### config.mk
export PLATFORM = sky130hd
export DESIGN_NAME = exec_unit_top
export DESIGN_NICKNAME = d
export VERILOG_FILES = /design/src/hw/pkg_dtypes.sv /design/src/hw/instr_queue.sv /design/src/hw/reg_file.sv /design/src/hw/alu_comb.sv /design/src/hw/alu.sv /design/src/hw/exec_unit_top.sv
export SDC_FILE = /design/constraint.sdc
export NUM_CORES = 1
export LEC_CHECK = 0
export BUFFER_PORTS_ARGS = -buffer_cell sky130_fd_sc_hd__buf_2
export CAP_MARGIN = 10
export CELL_PAD_IN_SITES_DETAIL_PLACEMENT = 0
export CELL_PAD_IN_SITES_GLOBAL_PLACEMENT = 2
export CORE_UTILIZATION = 25
export DETAILED_ROUTE_END_ITERATION = 6
export GPL_ROUTABILITY_DRIVEN = 0
export PLACE_DENSITY_LB_ADDON = 0.1
export RECOVER_POWER = 50
export SLEW_MARGIN = 5
export SYNTH_ARGS = -nofsm -noshare
export SYNTH_HDL_FRONTEND = slang
export SYNTH_SLANG_ARGS = --single-unit
### constraint.sdc
create_clock -name clk -period 8.6 [get_ports clk]
set_clock_uncertainty 0.15 [all_clocks]
set_input_delay 0.43 -clock clk [delete_from_list [all_inputs] [get_ports clk]]
set_output_delay 0.43 -clock clk [all_outputs]
set_load 0.01 [all_outputs]
### src/hw/pkg_dtypes.sv
`default_nettype none

package pkg_dtypes;

  // ####################
  // widths
  // ####################
  localparam int WORD_WIDTH     = 16;
  localparam int INSTR_WIDTH    = 16;
  localparam int REG_ADDR_WIDTH = 3;

  localparam int OPCODE_WIDTH = 5;
  localparam int IMM_FLAG_BIT = 4; // opcode bit that marks the immediate form.
  localparam int IMM_WIDTH    = INSTR_WIDTH - OPCODE_WIDTH - 2 * REG_ADDR_WIDTH;
  localparam int SPARE_WIDTH  = INSTR_WIDTH - OPCODE_WIDTH - 3 * REG_ADDR_WIDTH;

  // ####################
  // opcodes
  // ####################
  // the low four bits pick the operation and bit 4 selects the immediate form.
  typedef enum logic [OPCODE_WIDTH-1:0] {
    NOT    = 5'h00, AND    = 5'h01, OR     = 5'h02, XOR    = 5'h03,
    ADD    = 5'h04, SUB    = 5'h05, NAND   = 5'h06, NOR    = 5'h07,
    XNOR   = 5'h08, LSH    = 5'h09, RSH    = 5'h0a, LRO    = 5'h0b,
    RRO    = 5'h0c,
    NOT_I  = 5'h10, AND_I  = 5'h11, OR_I   = 5'h12, XOR_I  = 5'h13,
    ADD_I  = 5'h14, SUB_I  = 5'h15, NAND_I = 5'h16, NOR_I  = 5'h17,
    XNOR_I = 5'h18, LSH_I  = 5'h19, RSH_I  = 5'h1a, LRO_I  = 5'h1b,
    RRO_I  = 5'h1c
  } enum_instr_exec_unit;

  // one instruction word, seen as either the register or the immediate layout.
  typedef union packed {
    struct packed {
      logic [OPCODE_WIDTH-1:0]   opcode;
      logic [REG_ADDR_WIDTH-1:0] rd;
      logic [REG_ADDR_WIDTH-1:0] rs0;
      logic [REG_ADDR_WIDTH-1:0] rs1;
      logic [SPARE_WIDTH-1:0]    spare;
    } reg_form;
    struct packed {
      logic [OPCODE_WIDTH-1:0]   opcode;
      logic [REG_ADDR_WIDTH-1:0] rd;
      logic [REG_ADDR_WIDTH-1:0] rs0;
      logic [IMM_WIDTH-1:0]      imm;  // zero-extended to the data width.
    } imm_form;
  } type_iqueue_opcode;

  // decoded control word for the datapath.
  typedef struct packed {
    logic invert_b;
    logic carry_in_one;
    logic sel_and;
    logic sel_or;
    logic sel_xor;
    logic sel_sum;
    logic invert_out;
    logic sel_shift;
  } type_alu_ctrl;

endpackage

`default_nettype wire

### src/hw/instr_queue.sv
`timescale 1ns/1ps
`default_nettype none

module instr_queue import pkg_dtypes::*; #(
  parameter int QUEUE_DEPTH = 4
) (
  input  wire                    clk,
  input  wire                    reset_i,

  input  wire                    push_i,
  input  wire type_iqueue_opcode instr_i,

  input  wire                    pop_i,
  output type_iqueue_opcode      head_instr_o,

  output logic                   empty_o,
  output logic                   full_o
);

  localparam int PTR_WIDTH = $clog2(QUEUE_DEPTH);

  type_iqueue_opcode mem [QUEUE_DEPTH];

  logic [PTR_WIDTH-1:0] wr_ptr;
  logic [PTR_WIDTH-1:0] rd_ptr;
  logic [PTR_WIDTH:0]   count;
  logic                 do_push;
  logic                 do_pop;

  // full is taken from the count before this cycle's pop frees a slot.
  assign do_push = push_i & ~full_o;
  assign do_pop  = pop_i & ~empty_o;

  assign empty_o = (count == '0);
  assign full_o  = (count == (PTR_WIDTH + 1)'(QUEUE_DEPTH));

  assign head_instr_o = mem[rd_ptr]; // show-ahead, the head is always visible.

  // ####################
  // storage
  // ####################
  always_ff @(posedge clk) begin
    if (do_push) begin
      mem[wr_ptr] <= instr_i;
    end
  end

  // ####################
  // pointers and count
  // ####################
  always_ff @(posedge clk) begin
    if (reset_i) begin
      wr_ptr <= '0;
      rd_ptr <= '0;
      count  <= '0;
    end else begin
      if (do_push) begin
        wr_ptr <= wr_ptr + 1'b1; // depth is a power of two so the pointer wraps by itself.
      end
      if (do_pop) begin
        rd_ptr <= rd_ptr + 1'b1;
      end
      case ({do_push, do_pop})
        2'b10:   count <= count + 1'b1;
        2'b01:   count <= count - 1'b1;
        default: count <= count; // both or neither leave the occupancy alone.
      endcase
    end
  end

endmodule

`default_nettype wire

### src/hw/reg_file.sv
`timescale 1ns/1ps
`default_nettype none

module reg_file import pkg_dtypes::*; #(
  parameter int DATA_WIDTH = WORD_WIDTH
) (
  input  wire                      clk,
  input  wire                      reset_i,

  input  wire [REG_ADDR_WIDTH-1:0] rs0_addr_i,
  input  wire [REG_ADDR_WIDTH-1:0] rs1_addr_i,
  output logic [DATA_WIDTH-1:0]    rs0_data_o,
  output logic [DATA_WIDTH-1:0]    rs1_data_o,

  input  wire                      wr_valid_i,
  input  wire [REG_ADDR_WIDTH-1:0] wr_addr_i,
  input  wire [DATA_WIDTH-1:0]     wr_data_i,

  input  wire                      wb_ready_i,
  output logic                     store_success_o
);

  localparam int NUM_REGS = 2 ** REG_ADDR_WIDTH;

  logic [DATA_WIDTH-1:0] regs [NUM_REGS];

  // a write only lands when the retire sink takes the result in the same cycle.
  assign store_success_o = wr_valid_i & wb_ready_i;

  // Both read ports are combinational.
  assign rs0_data_o = regs[rs0_addr_i];
  assign rs1_data_o = regs[rs1_addr_i];

  // ####################
  // write port
  // ####################
  always_ff @(posedge clk) begin
    if (reset_i) begin
      for (int i = 0; i < NUM_REGS; i++) begin
        regs[i] <= '0; // the file starts out all zero.
      end
    end else if (store_success_o) begin
      regs[wr_addr_i] <= wr_data_i;
    end
  end

endmodule

`default_nettype wire

### src/hw/alu_comb.sv
`timescale 1ns/1ps
`default_nettype none

module alu_comb import pkg_dtypes::*; #(
  parameter int DATA_WIDTH = WORD_WIDTH
) (
  input  wire [DATA_WIDTH-1:0]  a_i,
  input  wire [DATA_WIDTH-1:0]  b_i,
  input  wire [3:0]             shamt_i,
  input  wire                   shift_left_i,
  input  wire                   shift_rotate_i,
  input  wire type_alu_ctrl     ctrl_i,
  output logic [DATA_WIDTH-1:0] out_o,
  output logic                  cout_o
);

  logic [DATA_WIDTH-1:0]   b_eff;
  logic [DATA_WIDTH-1:0]   sum;
  logic [DATA_WIDTH-1:0]   logic_res;
  logic [DATA_WIDTH-1:0]   shift_res;
  logic [2*DATA_WIDTH-1:0] rot_left;
  logic [2*DATA_WIDTH-1:0] rot_right;

  assign b_eff = ctrl_i.invert_b ? ~b_i : b_i;

  // adder with its carry out kept as a spare flag.
  assign {cout_o, sum} = {1'b0, a_i} + {1'b0, b_eff} + (DATA_WIDTH + 1)'(ctrl_i.carry_in_one);

  // every selected result is ORed in, then the whole thing may be inverted.
  always_comb begin
    logic_res = ({DATA_WIDTH{ctrl_i.sel_and}} & (a_i & b_eff))
              | ({DATA_WIDTH{ctrl_i.sel_or}}  & (a_i | b_eff))
              | ({DATA_WIDTH{ctrl_i.sel_xor}} & (a_i ^ b_eff))
              | ({DATA_WIDTH{ctrl_i.sel_sum}} & sum);
    if (ctrl_i.invert_out) begin
      logic_res = ~logic_res;
    end
  end

  // ####################
  // barrel shifter
  // ####################
  // Rotates shift a doubled copy of the word and keep the half that wrapped around.
  assign rot_left  = {a_i, a_i} << shamt_i;
  assign rot_right = {a_i, a_i} >> shamt_i;

  always_comb begin
    case ({shift_left_i, shift_rotate_i})
      2'b00:   shift_res = a_i >> shamt_i;
      2'b01:   shift_res = rot_right[DATA_WIDTH-1:0];
      2'b10:   shift_res = a_i << shamt_i;
      default: shift_res = rot_left[2*DATA_WIDTH-1:DATA_WIDTH];
    endcase
  end

  assign out_o = ctrl_i.sel_shift ? shift_res : logic_res;

endmodule

`default_nettype wire

### src/hw/alu.sv
`timescale 1ns/1ps
`default_nettype none

module alu import pkg_dtypes::*; #(
  parameter int DATA_WIDTH = WORD_WIDTH
) (
  input  wire type_iqueue_opcode    head_instr_i,
  input  wire                       queue_empty_i,

  output logic [REG_ADDR_WIDTH-1:0] rs0_addr_o,
  output logic [REG_ADDR_WIDTH-1:0] rs1_addr_o,
  input  wire [DATA_WIDTH-1:0]      rs0_data_i,
  input  wire [DATA_WIDTH-1:0]      rs1_data_i,

  output logic                      wr_valid_o,
  output logic [REG_ADDR_WIDTH-1:0] wr_addr_o,
  output logic [DATA_WIDTH-1:0]     wr_data_o,

  input  wire                       store_success_i,
  output logic                      pop_o
);

  enum_instr_exec_unit   op_base;
  type_alu_ctrl          ctrl;
  logic                  is_imm;
  logic                  shift_left;
  logic                  shift_rotate;
  logic [DATA_WIDTH-1:0] imm_ext;
  logic [DATA_WIDTH-1:0] opd_b;

  // bit 4 of the opcode says which layout the rest of the word uses.
  assign is_imm  = head_instr_i.reg_form.opcode[IMM_FLAG_BIT];
  assign op_base = enum_instr_exec_unit'({1'b0, head_instr_i.reg_form.opcode[3:0]});

  // ####################
  // instruction decode
  // ####################
  // the control bits run from invert_b at the top down to sel_shift at the bottom.
  always_comb begin
    case (op_base)
      NOT:     ctrl = type_alu_ctrl'(8'b00_0100_1_0); // ~(a | 0).
      AND:     ctrl = type_alu_ctrl'(8'b00_1000_0_0);
      OR:      ctrl = type_alu_ctrl'(8'b00_0100_0_0);
      XOR:     ctrl = type_alu_ctrl'(8'b00_0010_0_0);
      ADD:     ctrl = type_alu_ctrl'(8'b00_0001_0_0);
      SUB:     ctrl = type_alu_ctrl'(8'b11_0001_0_0); // a + ~b + 1.
      NAND:    ctrl = type_alu_ctrl'(8'b00_1000_1_0);
      NOR:     ctrl = type_alu_ctrl'(8'b00_0100_1_0);
      XNOR:    ctrl = type_alu_ctrl'(8'b00_0010_1_0);
      LSH, RSH, LRO, RRO: ctrl = type_alu_ctrl'(8'b00_0000_0_1);
      default: ctrl = type_alu_ctrl'(8'b00_0000_0_0);
    endcase
  end

  assign shift_left   = (op_base == LSH) || (op_base == LRO);
  assign shift_rotate = (op_base == LRO) || (op_base == RRO);

  // ####################
  // operand select
  // ####################
  // rd and rs0 sit at the same bits in both layouts.
  assign rs0_addr_o = head_instr_i.reg_form.rs0;
  assign rs1_addr_o = head_instr_i.reg_form.rs1; // read is ignored for immediate forms.

  assign imm_ext = {{(DATA_WIDTH - IMM_WIDTH){1'b0}}, head_instr_i.imm_form.imm};

  // NOT takes only operand a, so b is tied to zero to let the OR path pass a through.
  always_comb begin
    if (op_base == NOT) begin
      opd_b = '0;
    end else if (is_imm) begin
      opd_b = imm_ext;
    end else begin
      opd_b = rs1_data_i;
    end
  end

  alu_comb #(
    .DATA_WIDTH(DATA_WIDTH)
  ) u_alu_comb (
    .a_i(rs0_data_i),
    .b_i(opd_b),
    .shamt_i(opd_b[3:0]),
    .shift_left_i(shift_left),
    .shift_rotate_i(shift_rotate),
    .ctrl_i(ctrl),
    .out_o(wr_data_o),
    .cout_o() // carry out is reserved for a future flags register.
  );

  // Writeback is valid whenever an instruction sits at the head.
  assign wr_valid_o = ~queue_empty_i;
  assign wr_addr_o  = head_instr_i.reg_form.rd;
  assign pop_o      = store_success_i; // advance once the result is stored.

endmodule

`default_nettype wire

### src/hw/exec_unit_top.sv
`timescale 1ns/1ps
`default_nettype none

module exec_unit_top import pkg_dtypes::*; #(
  parameter int DATA_WIDTH  = WORD_WIDTH,
  parameter int QUEUE_DEPTH = 4
) (
  input  wire                       clk,
  input  wire                       reset_i,

  input  wire                       push_i,
  input  wire type_iqueue_opcode    instr_i,
  output logic                      queue_full_o,

  input  wire                       wb_ready_i,
  output logic                      wb_valid_o,
  output logic [REG_ADDR_WIDTH-1:0] wb_addr_o,
  output logic [DATA_WIDTH-1:0]     wb_data_o
);

  type_iqueue_opcode         head_instr;
  logic                      queue_empty;
  logic                      pop;
  logic [REG_ADDR_WIDTH-1:0] rs0_addr;
  logic [REG_ADDR_WIDTH-1:0] rs1_addr;
  logic [DATA_WIDTH-1:0]     rs0_data;
  logic [DATA_WIDTH-1:0]     rs1_data;
  logic                      wr_valid;
  logic [REG_ADDR_WIDTH-1:0] wr_addr;
  logic [DATA_WIDTH-1:0]     wr_data;
  logic                      store_success;

  instr_queue #(
    .QUEUE_DEPTH(QUEUE_DEPTH)
  ) u_instr_queue (
    .clk(clk),
    .reset_i(reset_i),
    .push_i(push_i),
    .instr_i(instr_i),
    .pop_i(pop),
    .head_instr_o(head_instr),
    .empty_o(queue_empty),
    .full_o(queue_full_o)
  );

  alu #(
    .DATA_WIDTH(DATA_WIDTH)
  ) u_alu (
    .head_instr_i(head_instr),
    .queue_empty_i(queue_empty),
    .rs0_addr_o(rs0_addr),
    .rs1_addr_o(rs1_addr),
    .rs0_data_i(rs0_data),
    .rs1_data_i(rs1_data),
    .wr_valid_o(wr_valid),
    .wr_addr_o(wr_addr),
    .wr_data_o(wr_data),
    .store_success_i(store_success),
    .pop_o(pop)
  );

  reg_file #(
    .DATA_WIDTH(DATA_WIDTH)
  ) u_reg_file (
    .clk(clk),
    .reset_i(reset_i),
    .rs0_addr_i(rs0_addr),
    .rs1_addr_i(rs1_addr),
    .rs0_data_o(rs0_data),
    .rs1_data_o(rs1_data),
    .wr_valid_i(wr_valid),
    .wr_addr_i(wr_addr),
    .wr_data_i(wr_data),
    .wb_ready_i(wb_ready_i),
    .store_success_o(store_success)
  );

  // the retire port shows the pending writeback as is.
  assign wb_valid_o = wr_valid;
  assign wb_addr_o  = wr_addr;
  assign wb_data_o  = wr_data;

endmodule

`default_nettype wire

==> run metrics <==
Rows=86; outcome=finished with violations; Setup TNS=0 ns; I/O pin count=41; Cells after Synth=1395; max-slew violations=17; Hold EP=u_instr_queue.rd_ptr[0]; n_diodes=0; die width=239 um; post-placement cell area=15000 um^2; CTS Buf Count=21; CTS tree=yes; Final nets=1479; area grow syn2layout=11.9%; Initial Util=25.4%; period utilization=86.9%; Cell Area, Synth=14000 um^2; Mapped Nets=1454; wire length per cell=26.7 um; Reg area=5950 um^2; global route overflow=0; failing checks=capacitance limit, slew limit; via count of the first global-routing pass=11400; asr flop ratio synth=0%; DRT Wirelength=58.2 mm; Required @ worst endpoint=8.02 ns; post-route cell area=15700 um^2; Core Area=55300 um^2; first-pass GRT wire length=83.9 mm; most common cell in the synthesized netlist=edfxtp_1; post-route ant nets=0; Post-synth EDFFs=192; Die Ht=239 um; # fillers=5864; max_slew headroom=-0.0942%; Synth Area per Inst=10.1 um^2; fmax=134 MHz; Critical Path AT=6.90 ns; hold depth=2; DRT iter0 DRCs=1003; main area contributors after synthesis=edfxtp_1 41%, mux4_2 6.4%, mux2i_1 6.3%, nor2_1 4.6%, ha_1 3.3%; DRC=0; R2R depth=18; Synth Warn #=0; H-tree lvl count=1; Final Hold Fails=0; Worst Setup Path Type=reg -> out; Avg Vias per Cell=5.27; post-detail-place hpwl=43.4 mm; clk sink count=201; DR pass1 iterations=7; Yosys top cell area share=41.1%; HP Class=in -> reg; max_cap viols=1; setup ws final=1.12 ns; clk buf depth=3; critical path capture point type=primary output; Port Buf Inserts=40; top cell types by occurrence after synthesis=192 x edfxtp_1, 171 x nor2_1, 118 x nand2_1, 88 x mux2i_1, 81 x nand3_1; reg-to-reg endpoint=u_reg_file.regs[1][15]; post-synthesis cell type count=94; Post-CTS Setup Inserts=0; Seq/Total Area, Yosys=42.4%; Hold Startpoint=reset_i; largest net degree at the start of global routing=45; RSZ-0062 raised after global routing=false; Yosys reg bits=201; setup violators final=0; Final Instance Count excl. Fillers=2181; multi-input logic area=7340 um^2; initial antenna violation count=1; worst-path fanout max=26; Worst setup SP type=register; DIE AREA=57100 um^2; Main synth FF type=edfxtp_1; largest area contributor in the netlist=edfxtp_1; worst-margin pin slew=1.50 ns; via count=11500; setup slack, reg-to-reg=1.89 ns; total track usage=20.4%; min Tclk post-route=7.48 ns; Post-Place Setup Slack=1.61 ns; Post-Place Cells=2129; CTS Root Cell=clkbuf_16; worst-skew pair later-pin latency=0.51 ns; clock transition at the registers of the reported paths=0.06 ns; layout cell share with drive strength beyond 1=11.9%
-- worst max-delay path, stage by stage (launching register included) --
cell and delay (ns):
dfxtp_1 0.80, mux4_2 0.92, mux2i_1 0.22, mux2i_1 0.25
a32oi_2 0.08, buf_4 0.22, nor2_1 0.75, xnor2_1 0.19
ha_1 0.38, nor2b_1 0.18, o21bai_1 0.17, a21oi_1 0.13
o21a_1 0.20, o31a_1 0.26, o22ai_1 0.15, mux2_2 0.35
o2111ai_1 0.13, mux2i_1 0.23, nand3_1 0.42, inv_1 0.16
buf_2 0.14
-- what timing repair did --
item,CTS,global route
endpoints found under the setup margin,0,0
hold buffers,16,0
hold endpoints to repair,63,0
gates resized for setup,0,0
-- stage by stage --
step                      util, %  hold slack, ns
after floorplan                 -           0.312
after global routing         28.4           0.159
after global placement       27.1           0.335
after CTS                    28.5           0.130
after detailed placement     27.1           0.355
final                        28.4           0.142
-- how the worst max path moves through the flow --
stage,to,slack (ns),cells after the start
6_report,wb_data_o[14],1.12,20
5_1_grt,wb_data_o[14],0.62,20
4_1_cts,wb_data_o[15],1.06,19
3_5_place_dp,wb_data_o[15],1.61,19
3_3_place_gp,wb_data_o[15],1.68,19
2_1_floorplan,wb_data_o[14],2.95,20
-- kinds of logic (layout without fill, tap and decap cells) --
group / count (synthesis) / in the layout / share of synthesized area (%)
AND/OR/NAND/NOR: 489 / 489 / 16.0
AO/OA/AOI/OAI: 332 / 332 / 16.6
flip-flops: 201 / 201 / 42.4
buffers and inverters: 156 / 194 / 5.40
multiplexers: 139 / 139 / 13.6
adder cells (fa/ha/maj): 39 / 39 / 3.59
XOR/XNOR: 39 / 39 / 2.44
-- cells in the final DEF, fill, tap and decap left out, types with 9 or more instances in the layout --
cell type      Yosys  routed
nor3_1            32      31
a22oi_1           39      39
inv_1             57      57
nand4_1            9       9
ha_1              37      37
clkbuf_1          40      33
mux2i_1           88      88
a31oi_1            9       9
nand2b_1          13      13
mux2_2             9       9
o21ai_0           59      58
clkbuf_16          0      21
dlygate4sd3_1      0      16
and2_1            13       9
a211oi_1          15      15
dfxtp_1            9       9
mux4_2            40      40
nand2_1          118     118
o211ai_1          25      25
nand3_1           81      81
edfxtp_1         192     192
xnor2_1           34      34
a21oi_1           75      75
o22ai_1            9       9
nor2_1           171     170
nor2b_1           11      11
o2111ai_1          9       9
buf_2             24      20
buf_4             11      34
-- area by class of cell --
cell class	instances	share of cell area, %
flip-flops and latches	201	37.9
clock inverters	8	0.430
inverters	61	1.47
clock buffers	28	3.58
well taps	748	5.96
repair buffers	97	3.93
multi-input cells	1038	46.8
-- per-layer routing --
layer	wire (um)	part of all wire (%)	global-route usage, %	vias up
met5	0	0	0	-
met4	1880	3.2	6.82	0
met3	2260	3.9	1.74	67
met2	27300	47	33.4	303
met1	26700	46	28.1	5836
li1	-	-	-	5293
-- state kept, by name, summed over array words and instances, names as in the netlist, named ones only --
signal,flops
u_instr_queue.rd_ptr,2
u_reg_file.regs,128
u_instr_queue.wr_ptr,2
u_instr_queue.mem,64
u_instr_queue.count,3
Power is left out: the tool's default activity adds up to more than one toggle a clock period on the data nets, which glitch-free logic cannot reach.
